**src/mmcm_pkg.sv**
```systemverilog
package mmcm_pkg;

    // fine phase shift port of the clock manager
    // a done pulse answers every step request after a fixed delay
    localparam int psdone_lat = 12; // psclk cycles from en to done

    // lock behaviour
    // lock comes back a fixed time after rst or power-down is released
    localparam int lock_cycles = 64; // psclk cycles to lock

    // counter width, must hold lock_cycles itself
    localparam int lock_cnt_w = $clog2(lock_cycles + 1);

    typedef logic [lock_cnt_w-1:0] lock_cnt_t; // lock timer

endpackage

```
**src/phase_pkg.sv**
```systemverilog
package phase_pkg;

    // phase word, signed taps of the fine phase shifter
    localparam int phase_w = 8; // enough for +-127 taps

    typedef logic signed [phase_w-1:0] phase_t; // two's complement tap count

    // client write port
    typedef struct packed {
        logic   we;  // one-cycle write strobe
        phase_t din; // absolute target phase
    } ps_req_t;

    // client status port
    typedef struct packed {
        logic   ready; // next write will be taken
        phase_t dout;  // phase applied so far
    } ps_stat_t;

    // one tap step towards the clock manager
    typedef struct packed {
        logic en;     // single-cycle request
        logic incdec; // 1 = one tap later, 0 = one tap earlier
    } ps_step_t;

endpackage
```
**src/mmcm_phase_top.sv**
```systemverilog
`timescale 1ns/1ns

// phase controller with its clock manager model
// no logic here, the counter drives the model's phase shift port
module mmcm_phase_top (
    input  logic                psclk,  // phase shift clock
    input  logic                rst,    // sync reset, high
    input  logic                pwrdwn, // clock manager power-down
    input  phase_pkg::ps_req_t  ps_req, // client write
    output phase_pkg::ps_stat_t ps_stat, // client status
    output logic                locked  // clock manager lock
);

    phase_pkg::ps_step_t ps_step; // counter -> clock manager
    logic                psdone;  // clock manager -> counter

    // absolute phase counter
    mmcm_phase_cntr u_cntr (
        .psclk   (psclk),
        .rst     (rst),
        .ps_req  (ps_req),
        .psdone  (psdone),
        .locked  (locked),  // gates ready
        .ps_stat (ps_stat),
        .ps_step (ps_step)
    );

    // clock manager, fine phase shift and lock only
    mmcm_fine_ps u_mmcm (
        .psclk   (psclk),
        .rst     (rst),
        .pwrdwn  (pwrdwn),
        .ps_step (ps_step),
        .psdone  (psdone),  // back to the counter
        .locked  (locked)   // to the counter and out
    );

endmodule

```
**src/mmcm_phase_cntr.sv**
```systemverilog
`timescale 1ns/1ns

// absolute phase controller
// takes a signed target and walks the fine shifter one tap per done pulse
module mmcm_phase_cntr (
    input  logic                psclk,   // phase shift clock
    input  logic                rst,     // sync reset, high
    input  phase_pkg::ps_req_t  ps_req,  // write strobe and target
    input  logic                psdone,  // done pulse from clock manager
    input  logic                locked,  // clock manager locked
    output phase_pkg::ps_stat_t ps_stat, // ready and current phase
    output phase_pkg::ps_step_t ps_step  // step request to clock manager
);

    phase_pkg::phase_t target; // requested phase
    phase_pkg::phase_t dout_r; // phase applied so far

    logic busy;   // shift sequence running
    logic start0; // first stage after an accepted write
    logic start;  // evaluate difference and maybe step
    logic accept; // write taken this cycle
    logic step_wait; // step issued, done not yet seen

    // one bit wider than the phase so +127 -> -128 does not wrap
    logic signed [phase_pkg::phase_w:0] diff;

    assign diff = {target[phase_pkg::phase_w-1], target}
                - {dout_r[phase_pkg::phase_w-1], dout_r}; // sign extended

    assign ps_stat.ready = !busy && locked && !start0 && !start; // idle and locked
    assign ps_stat.dout  = dout_r;

    assign accept = ps_req.we && ps_stat.ready; // strobe outside ready is dropped

    assign ps_step.en     = start && (diff != '0);         // step only when off target
    assign ps_step.incdec = !diff[phase_pkg::phase_w];     // sign picks direction

    // target register
    always_ff @(posedge psclk) begin
        if (rst) begin
            target <= '0;
        end else if (accept) begin
            target <= ps_req.din; // latched at the write edge
        end
    end

    // current phase, mirrors each step sent out
    always_ff @(posedge psclk) begin
        if (rst) begin
            dout_r <= '0;
        end else if (ps_step.en) begin
            if (ps_step.incdec) begin
                dout_r <= dout_r + phase_pkg::phase_t'(1); // towards larger target
            end else begin
                dout_r <= dout_r - phase_pkg::phase_t'(1); // towards smaller target
            end
        end
    end

    // start chain
    // write -> start0 -> start, then each done pulse -> start
    always_ff @(posedge psclk) begin
        if (rst) begin
            start0 <= 1'b0;
            start  <= 1'b0;
        end else begin
            start0 <= accept;
            start  <= start0 || psdone; // one cycle after done
        end
    end

    // busy flag
    // set by a step, cleared by a start that finds no difference
    always_ff @(posedge psclk) begin
        if (rst) begin
            busy <= 1'b0;
        end else if (start) begin
            busy <= (diff != '0);
        end
    end

    // outstanding step tracker, closes on the done pulse
    always_ff @(posedge psclk) begin
        if (rst) begin
            step_wait <= 1'b0;
        end else if (ps_step.en) begin
            step_wait <= 1'b1; // waiting for the clock manager
        end else if (psdone) begin
            step_wait <= 1'b0;
        end
    end

    // each step brings dout one tap closer to the held target
    a_dout_step: assert property (
        @(posedge psclk) disable iff (rst)
        ps_step.en |=>
            (($past(diff) > 0) ? ($past(diff) - diff) : (diff - $past(diff))) == 9'sd1
    ) else $error("dout did not move one tap towards the target after a step");

    // next step only after the done pulse of the previous one
    a_wait_done: assert property (
        @(posedge psclk) disable iff (rst)
        ps_step.en |-> !step_wait
    ) else $error("step issued before previous done pulse");

endmodule

```
**src/mmcm_fine_ps.sv**
```systemverilog
`timescale 1ns/1ns

// cycle-level model of the clock manager phase shift port
// only PSEN/PSINCDEC/PSDONE and LOCKED are modelled, no clocks
module mmcm_fine_ps (
    input  logic                psclk,   // phase shift clock
    input  logic                rst,     // sync reset, high
    input  logic                pwrdwn,  // power-down request
    input  phase_pkg::ps_step_t ps_step, // step request from the counter
    output logic                psdone,  // one-cycle done pulse
    output logic                locked   // lock indication
);

    // done pulse delay line, bit 0 loads the request
    logic [mmcm_pkg::psdone_lat-1:0] done_pipe;

    // tap position the device has actually applied
    phase_pkg::phase_t tap_pos;

    // lock timer, runs from 1 up to lock_cycles and stops there
    mmcm_pkg::lock_cnt_t lock_cnt;

    // any condition that throws the device out of lock
    logic halt;

    assign halt = rst | pwrdwn; // both restart the lock sequence

    // done pulse pipeline
    always_ff @(posedge psclk) begin
        if (halt) begin
            done_pipe <= '0; // pending steps are lost
        end else begin
            done_pipe <= {done_pipe[mmcm_pkg::psdone_lat-2:0], ps_step.en}; // shift in request
        end
    end

    assign psdone = done_pipe[mmcm_pkg::psdone_lat-1]; // psdone_lat cycles after en

    // internal tap position
    // follows every request, power-down keeps it
    always_ff @(posedge psclk) begin
        if (rst) begin
            tap_pos <= '0; // back to static phase
        end else if (ps_step.en) begin
            if (ps_step.incdec) begin
                tap_pos <= tap_pos + phase_pkg::phase_t'(1); // one tap later
            end else begin
                tap_pos <= tap_pos - phase_pkg::phase_t'(1); // one tap earlier
            end
        end
    end

    // lock timer
    // restarts at 1 so that locked rises exactly lock_cycles after release
    always_ff @(posedge psclk) begin
        if (halt) begin
            lock_cnt <= mmcm_pkg::lock_cnt_t'(1); // first cycle after release
        end else if (!locked) begin
            lock_cnt <= lock_cnt + mmcm_pkg::lock_cnt_t'(1); // count up to lock
        end
    end

    assign locked = (lock_cnt == mmcm_pkg::lock_cnt_t'(mmcm_pkg::lock_cycles)); // held at top

    // one step at a time, the port is not pipelined for requests
    a_single_step: assert property (
        @(posedge psclk) disable iff (rst)
        ps_step.en |-> (done_pipe == '0)
    ) else $error("step request while a previous step is still in flight");

    // stepping an unlocked device has no defined result
    a_step_locked: assert property (
        @(posedge psclk) disable iff (rst)
        ps_step.en |-> locked
    ) else $error("step request while not locked");

    // tap range ends at +127 and -128, a step past either end would wrap
    a_tap_range: assert property (
        @(posedge psclk) disable iff (rst)
        ps_step.en |-> (ps_step.incdec ? (tap_pos != phase_pkg::phase_t'(127))
                                       : (tap_pos != phase_pkg::phase_t'(-128)))
    ) else $error("step request beyond the end of the tap range");

endmodule

```
**config.mk**
```make
export PLATFORM = sky130hd
export DESIGN_NAME = mmcm_phase_top
export DESIGN_NICKNAME = d
export VERILOG_FILES = /design/src/mmcm_pkg.sv /design/src/phase_pkg.sv /design/src/mmcm_phase_top.sv /design/src/mmcm_phase_cntr.sv /design/src/mmcm_fine_ps.sv
export SDC_FILE = /design/constraint.sdc
export NUM_CORES = 1
export LEC_CHECK = 0
export BUFFER_PORTS_ARGS = -buffer_cell sky130_fd_sc_hd__buf_2
export CORE_MARGIN = 3
export CORE_UTILIZATION = 55
export DETAILED_ROUTE_END_ITERATION = 8
export PLACE_DENSITY = 0.82
export SLEW_MARGIN = 40
export SYNTH_ARGS = -nofsm -noshare
export SYNTH_HDL_FRONTEND = slang
export SYNTH_SLANG_ARGS = --single-unit
```
**constraint.sdc**
```tcl
create_clock -name psclk -period 5.25 [get_ports psclk]
set_input_delay 1.575 -clock psclk [delete_from_list [all_inputs] [get_ports psclk]]
set_output_delay 1.575 -clock psclk [all_outputs]
set_load 0.01 [all_outputs]
```
==> metrics.log, run 1 <==
[metrics] outcome: finished, final reports clean
[metrics] commonest cells in the synthesized netlist: dfxtp_1, nor2_1, inv_1
[metrics] net total in the final layout: 270
[metrics] max-slew violation count: 0
[metrics] mux cell area share after synthesis: 8.95%
[metrics] slew at the pin with the worst max-slew slack: 0.625 ns
[metrics] switching power of the nets: 0.110 mW
[metrics] area share of fa/ha/maj cells after synthesis: 11.9%
[metrics] share of the synthesized area in the top cell type: 37.5%
[metrics] standard cell area after detailed placement: 2140 µm²
[metrics] HPWL after detailed placement: 2830 µm
[metrics] Layout fillers: 299
[metrics] number of global-route vias before repair: 1488
[metrics] fin worst setup slack: 1.37 ns
[metrics] cell mode on critical path: ha_1
[metrics] average cell area after synthesis: 9.30 µm²
[metrics] starting density of the core: 58.9%
[metrics] switching power share of the total: 22.3%
[metrics] Clock Tree Buf Depth: 2
[metrics] largest family of logic cells by synthesized area: simple AND/OR/NAND/NOR gates
[metrics] number of maximum-capacitance violations: 0
[metrics] pin count of the biggest net entering global routing: 32
[metrics] warning count from the yosys run: 0
[metrics] buffers and inverters on the worst path: 1
[metrics] worst setup path startpoint: u_cntr.dout_r[0]
[metrics] area fraction in compound gates after synthesis: 9.38%
[metrics] setup fix buffers added after clock tree synthesis: 0
[metrics] number of vias per cell after detailed routing: 5.36
[metrics] sequential share of power: 58.8%
[metrics] crit path capture type: register
[metrics] cells along the critical path: ha_1 -> fa_1 -> nand2b_1 -> a21oi_1 -> o21ai_0 -> a21boi_0 -> inv_1 -> ha_1 -> nand3_1 -> o211ai_1 -> nor4_1 -> nor3_1 -> xor2_1 -> a211oi_1 -> mux2_2
[metrics] die footprint: 4450 µm²
[metrics] routed wire length: 3850 µm
[metrics] Post-Route Skew: 0.00388 ns
[metrics] number of top-level pins: 22
[metrics] post-detailed-route DRC marker count: 0
[metrics] class of the most critical setup path: reg2reg
[metrics] initial drt markers: 128
[metrics] top post-synthesis cells by area: dfxtp_1, ha_1, nor2_1
[metrics] Overflow after GRT: 0
[metrics] number of hold violations in the final report: 0
[metrics] worst-path fanout max: 7
[metrics] clock root buffer: clkbuf_8
[metrics] worst hold path type: reg2reg
[metrics] Static Leak: 1.06 nW
[metrics] Mapped Nets: 248
[metrics] slew margin rel.: 58.0%
[metrics] post-route design area: 2220 µm²
[metrics] average wire per cell in the routed design: 13.4 µm
[metrics] weighted congestion at the end of routability-driven global placement: 0.829
[metrics] # diodes: 0
[metrics] Setup Slack @ Placement: 1.39 ns
[metrics] global-route wire length before repair: 6620 µm
[metrics] largest voltage drop on the vdd net: 0.000104 V
[metrics] worst path arrival time: 4.06 ns
[metrics] clock latency of the later-clocked register in the worst-skew pair: 0.29 ns
[metrics] top_reg_cell synth: dfxtp_1
[metrics] number of setup violations in the final report: 0
[metrics] count of H-tree levels built during CTS: 2
[metrics] TritonCTS clock tree: yes
[metrics] number of iterations in the first detailed-routing pass: 4
[metrics] parity-gate share of the synthesized area counting xor and xnor cells: 6.48%
[metrics] Worst Reg2Reg Path Length in Cells: 15
[metrics] unrepaired setup endpoints after global routing: no
[metrics] Die Wd: 66.7 µm
[metrics] Clock transition at path regs: 0.07 ns
[metrics] required time worst endpoint: 5.43 ns
[metrics] setup TNS: 0 ns
[metrics] share of synthesized cell area in and, or, nand and nor gates: 20.4%
[metrics] count of input and output buffers: 21
[metrics] instance count on the critical path: 15
[metrics] dominant delay contributor by cell family on the critical path: compound AO/OA/AOI/OAI gates
[metrics] count of cell types in the netlist: 42
[metrics] Pwr per Cell Area: 223 nW/µm²
[metrics] total power of the final layout: 0.495 mW
[metrics] CTS hold repair buffers: 0
[metrics] cell count after synthesis: 218
[metrics] clock group share of total power: 38.1%
[metrics] number of buffers created by CTS: 5
[metrics] post-detailed-route count of antenna-violating nets: 0
[metrics] nature of the critical path startpoint: register
[metrics] number of clock sinks: 38
[metrics] R2R Path End: u_cntr.dout_r[7]
[metrics] maximum cell stage delay along the critical path: 0.40 ns
[metrics] Int Power: 0.385 mW
[metrics] Crit-path slowest cell: fa_1
[metrics] area added between synthesis and finish: 9.69%
[metrics] share of the cycle needed by the critical path after routing: 73.9%
[metrics] origin of the critical flop-to-flop path: u_cntr.dout_r[0]
[metrics] cell area after synthesis: 2030 µm²
[metrics] post-CTS resize count: 0
[metrics] number of antenna violations at the first check in global routing: 0
[metrics] vertical extent of the die: 66.7 µm
[metrics] asr flop ratio synth: 0%
[metrics] most used standard cell by instance count after synthesis: dfxtp_1
[metrics] share of final-layout standard cells stronger than drive strength 1: 15.8%
[metrics] flops & latches, synth: 38
[metrics] all-layer global routing usage: 19.8%
[metrics] fraction of the yosys area taken by sequential cells: 37.5%
[metrics] DR vias: 1532
[metrics] floorplan core area: 3440 µm²
[metrics] final worst path period need: 3.88 ns
[metrics] part of the total power dissipated in combinational logic: 3.2%
[metrics] worst reg2reg setup slack: 1.37 ns
[metrics] post-synth top area cell: dfxtp_1
[metrics] maximum achievable frequency: 258 MHz
[metrics] EDFF count, synth: 0
[metrics] number of rows in the core area: 21
[metrics] endpoint of the most critical setup path: u_cntr.dout_r[7]
logic make-up (layout without fill, tap and decap cells):
| group | Yosys count | after routing |
|---|---|---|
| adders and majority gates | 18 | 18 |
| AOI/OAI and AO/OA | 28 | 28 |
| and+or+nand+nor | 80 | 80 |
| xor gates and xnor gates | 15 | 15 |
| DFF | 38 | 38 |
| buffers and inverters | 23 | 45 |
| muxes | 16 | 16 |
metrics by stage:
| stage | util (%) | hold slack (ns) | instances |
|---|---|---|---|
| after CTS | 64.6 | 0.429 | 286 |
| after detailed placement | 62.3 | 0.412 | 279 |
| final | 64.6 | 0.426 | 286 |
| after global routing | 64.6 | 0.439 | 286 |
| after global placement | 62.3 | 0.409 | 279 |
| after floorplan | - | 0.406 | 218 |
worst min path at each step:
stage	endpoint	depth (start not counted)	start	slack [ns]
after floorplan	u_mmcm.done_pipe[10]	1	u_mmcm.done_pipe[9]	0.41
after global placement	u_mmcm.done_pipe[6]	1	u_mmcm.done_pipe[5]	0.41
after detailed placement	u_mmcm.done_pipe[6]	1	u_mmcm.done_pipe[5]	0.41
after CTS	u_mmcm.done_pipe[6]	1	u_mmcm.done_pipe[5]	0.43
after global routing	u_mmcm.done_pipe[6]	1	u_mmcm.done_pipe[5]	0.44
final	u_mmcm.done_pipe[10]	1	u_mmcm.done_pipe[9]	0.43
cells in the final DEF, fill, tap and decap left out, drive strengths merged, types with 2 or more instances in the layout:
cell type and n:
fa 2, buf 21, a211oi 4, inv 17, nand3 6, mux2 5, ha 16, clkinv 2
nor3 9, o21bai 2, a21oi 9, a21o 3, dfxtp 38, mux2i 11, xnor2 7, and2 11
nor2 32, nand2b 7, clkbuf 5, o211ai 2, nand2 5, o21ai 3, and2b 2, xor2 8
state kept, by name, summed over array words and instances, names as in the netlist:
register and flops:
u_mmcm.lock_cnt 7, u_cntr.start0 1, u_cntr.busy 1, u_cntr.target 8, u_cntr.start 1, u_cntr.dout_r 8, u_mmcm.done_pipe 12
cell type report:
cell class	instances	area, µm²	area share (%)
clock buffers	5	68.8	3.10
well taps	46	57.6	2.59
flip-flops and latches	38	761	34.2
inverters	17	63.8	2.87
clock inverters	2	10.0	0.450
repair buffers	21	105	4.73
multi-input cells	157	1160	52.1
worst reg2reg max path, cell delays in order, from the launching register on:
cell	delay (ns)
dfxtp_1	0.38
ha_1	0.24
fa_1	0.40
nand2b_1	0.18
a21oi_1	0.17
o21ai_0	0.12
a21boi_0	0.31
inv_1	0.22
ha_1	0.40
nand3_1	0.09
o211ai_1	0.27
nor4_1	0.08
nor3_1	0.23
xor2_1	0.09
a211oi_1	0.23
mux2_2	0.36
power by group through the flow:
stage,registers [mW],clock network (mW),logic (mW)
after floorplan,0.297,0,0.00962
after global placement,0.297,0,0.0146
after detailed placement,0.298,0,0.0150
after CTS,0.291,0.191,0.0156
after global routing,0.291,0.206,0.0174
final,0.291,0.188,0.0156
per-layer routing:
metal	vias to the layer above	routed length, µm	GRT usage, %
met5	-	0	0
met4	0	67	8.63
met3	6	150	4.89
met2	35	1740	30.2
met1	711	1890	26.3
li1	780	-	-
Power figures use the tool's default switching activity.
==> inputs of run 2 (changes only) <==
==> constraint.sdc (replaced) <==
create_clock -name psclk -period 4 [get_ports psclk]
set_input_delay 1.2 -clock psclk [delete_from_list [all_inputs] [get_ports psclk]]
set_output_delay 1.2 -clock psclk [all_outputs]
set_load 0.01 [all_outputs]
==> run 2 against run 1 <==
Net effect:
- count of clock-buffer cells in the layout did not move
- clock skew barely moved
- cell count did not move
- utilization rose by 0.11 points
- via count barely moved
- global-route usage barely moved
- maximum frequency rose by 5.1%
- first-iteration DRC count fell by 6.3%
- routed wire length rose by 0.31%
==> metrics.log, run 2 (synthesis gave the netlist of run 1 again) <==
[metrics] number of global-route vias before repair: 1491
[metrics] number of top-level pins: 22
[metrics] Top reg by flops: u_mmcm.done_pipe
[metrics] number of flip-flops in the largest register: 12
[metrics] count of input and output buffers: 21
[metrics] vertical extent of the die: 66.7 µm
[metrics] routed wire length: 3860 µm
[metrics] worst-path fanout max: 7
[metrics] standard cell area after detailed placement: 2140 µm²
[metrics] Overflow after GRT: 0
[metrics] unrepaired setup endpoints after global routing: no
[metrics] cell mode on critical path: ha_1
[metrics] utilization after layout: 64.7%
[metrics] DR vias: 1533
[metrics] all-layer global routing usage: 19.8%
[metrics] post-detailed-route count of antenna-violating nets: 0
[metrics] nature of the critical path startpoint: register
[metrics] area added between synthesis and finish: 9.88%
[metrics] crit path capture type: register
[metrics] clock latency of the later-clocked register in the worst-skew pair: 0.29 ns
[metrics] number of vias per cell after detailed routing: 5.36
[metrics] buffers and inverters on the worst path: 1
[metrics] die footprint: 4450 µm²
[metrics] number of setup violations in the final report: 0
[metrics] commonest cells after routing, fill and taps aside: dfxtp_1, nor2_1, buf_2
[metrics] Static Leak: 1.06 nW
[metrics] number of hold violations in the final report: 0
[metrics] number of rows in the core area: 21
[metrics] number of iterations in the first detailed-routing pass: 4
[metrics] clock root buffer: clkbuf_8
[metrics] number of clock sinks: 38
[metrics] dominant delay contributor by cell family on the critical path: compound AO/OA/AOI/OAI gates
[metrics] Crit-path slowest cell: fa_1
[metrics] slew at the pin with the worst max-slew slack: 0.628 ns
[metrics] setup TNS: 0 ns
[metrics] Pwr per Cell Area: 292 nW/µm²
[metrics] final worst path period need: 3.69 ns
[metrics] floorplan core area: 3440 µm²
[metrics] non-filler instance count after layout: 286
[metrics] setup fix buffers added after clock tree synthesis: 0
[metrics] class of the most critical setup path: reg2reg
[metrics] post-route design area: 2230 µm²
[metrics] average wire per cell in the routed design: 13.5 µm
[metrics] required time worst endpoint: 4.18 ns
[metrics] Clock Tree Buf Depth: 2
[metrics] TritonCTS clock tree: yes
[metrics] share of final-layout standard cells stronger than drive strength 1: 16.7%
[metrics] cells along the critical path: ha_1 -> fa_1 -> nand2b_1 -> a21oi_1 -> o21ai_0 -> a21boi_2 -> inv_2 -> ha_1 -> nand3_1 -> o211ai_1 -> nor4_1 -> nor3_1 -> xor2_1 -> a211oi_1 -> mux2_2
[metrics] Clock transition at path regs: 0.07 ns
[metrics] registers with the most flip-flops: u_mmcm.done_pipe: 12 flops, u_cntr.dout_r: 8 flops, u_cntr.target: 8 flops
[metrics] number of antenna violations at the first check in global routing: 0
[metrics] CTS hold repair buffers: 0
[metrics] largest voltage drop on the vdd net: 0.000137 V
[metrics] Cell Count Post-Placement: 279
[metrics] maximum cell stage delay along the critical path: 0.40 ns
[metrics] maximum achievable frequency: 271 MHz
[metrics] worst path arrival time: 3.87 ns
[metrics] net total in the final layout: 270
[metrics] outcome: finished, final reports clean
[metrics] HPWL after detailed placement: 2830 µm
[metrics] Post-Route Skew: 0.00421 ns
[metrics] # diodes: 0
[metrics] weighted congestion at the end of routability-driven global placement: 0.828
[metrics] global-route wire length before repair: 6630 µm
[metrics] share of the cycle needed by the critical path after routing: 92.3%
[metrics] total area of multi-input combinational cells: 1160 µm²
[metrics] pin count of the biggest net entering global routing: 32
[metrics] post-detailed-route DRC marker count: 0
[metrics] Die Wd: 66.7 µm
[metrics] slew margin rel.: 57.8%
[metrics] initial drt markers: 120
[metrics] number of buffers created by CTS: 5
[metrics] starting density of the core: 58.9%
[metrics] most frequent standard cell in the layout excluding fill and tap cells: dfxtp_1
[metrics] worst hold path type: reg2reg
[metrics] Register Area: 761 µm²
[metrics] count of H-tree levels built during CTS: 2
[metrics] Layout fillers: 299
[metrics] number of maximum-capacitance violations: 0
[metrics] max-slew violation count: 0
==> run 2: report_power, final <==
group          switching [mW]  total, mW  internal, mW
Combinational          0.0124     0.0205       0.00816
Clock                   0.131      0.248         0.117
Sequential            0.00215      0.382         0.380
Total                   0.145      0.650         0.505
==> run 2: timing repair <==
item,CTS,global route
hold endpoints to repair,0,0
resized for setup,0,3
endpoints found under the setup margin,0,2
==> run 2: path summary, 6_finish.rpt <==
| check | startpoint | to | slack, ns | cells after the start |
|---|---|---|---|---|
| max | u_cntr.dout_r[0] | u_cntr.dout_r[7] | 0.31 | 15 |
| min | u_mmcm.done_pipe[9] | u_mmcm.done_pipe[10] | 0.43 | 1 |
| max reg2reg | u_cntr.dout_r[0] | u_cntr.dout_r[7] | 0.31 | 15 |
| min reg2reg | u_mmcm.done_pipe[9] | u_mmcm.done_pipe[10] | 0.43 | 1 |
==> run 2: routing by layer <==
metal / global-route usage [%] / vias up / share of wire [%]
met2: 30.2 / 27 / 45
li1: - / 777 / -
met5: 0 / - / 0
met4: 8.63 / 0 / 1.7
met1: 26.4 / 723 / 50
met3: 4.89 / 6 / 3.4
==> run 2: worst register-to-register path, delay by kind of cell (launching register included) <==
kind                     cells  cell delay (ns)
buffers and inverters        1             0.11
AO/OA/AOI/OAI                5             1.07
XOR/XNOR                     1             0.09
AND/OR/NAND/NOR              4             0.58
adder cells (fa/ha/maj)      3             1.00
multiplexers                 1             0.36
flip-flops                   1             0.38
==> run 2: final cells by class <==
class	count	share of cell area, %
Multi-Input combinational cell	157	52.1
Sequential cell	38	34.2
Timing Repair Buffer	21	4.72
Clock buffer	5	3.09
Inverter	17	2.87
Tap cell	46	2.58
Clock inverter	2	0.449
==> run 2: stage by stage <==
| stage | setup slack [ns] | hold WS, ns | total power, mW |
|---|---|---|---|
| after floorplan | 0.451 | 0.406 | 0.403 |
| after global placement | 0.274 | 0.409 | 0.410 |
| after detailed placement | 0.145 | 0.412 | 0.410 |
| after CTS | 0.138 | 0.429 | 0.653 |
| after global routing | 0.0497 | 0.439 | 0.674 |
| final | 0.310 | 0.426 | 0.650 |
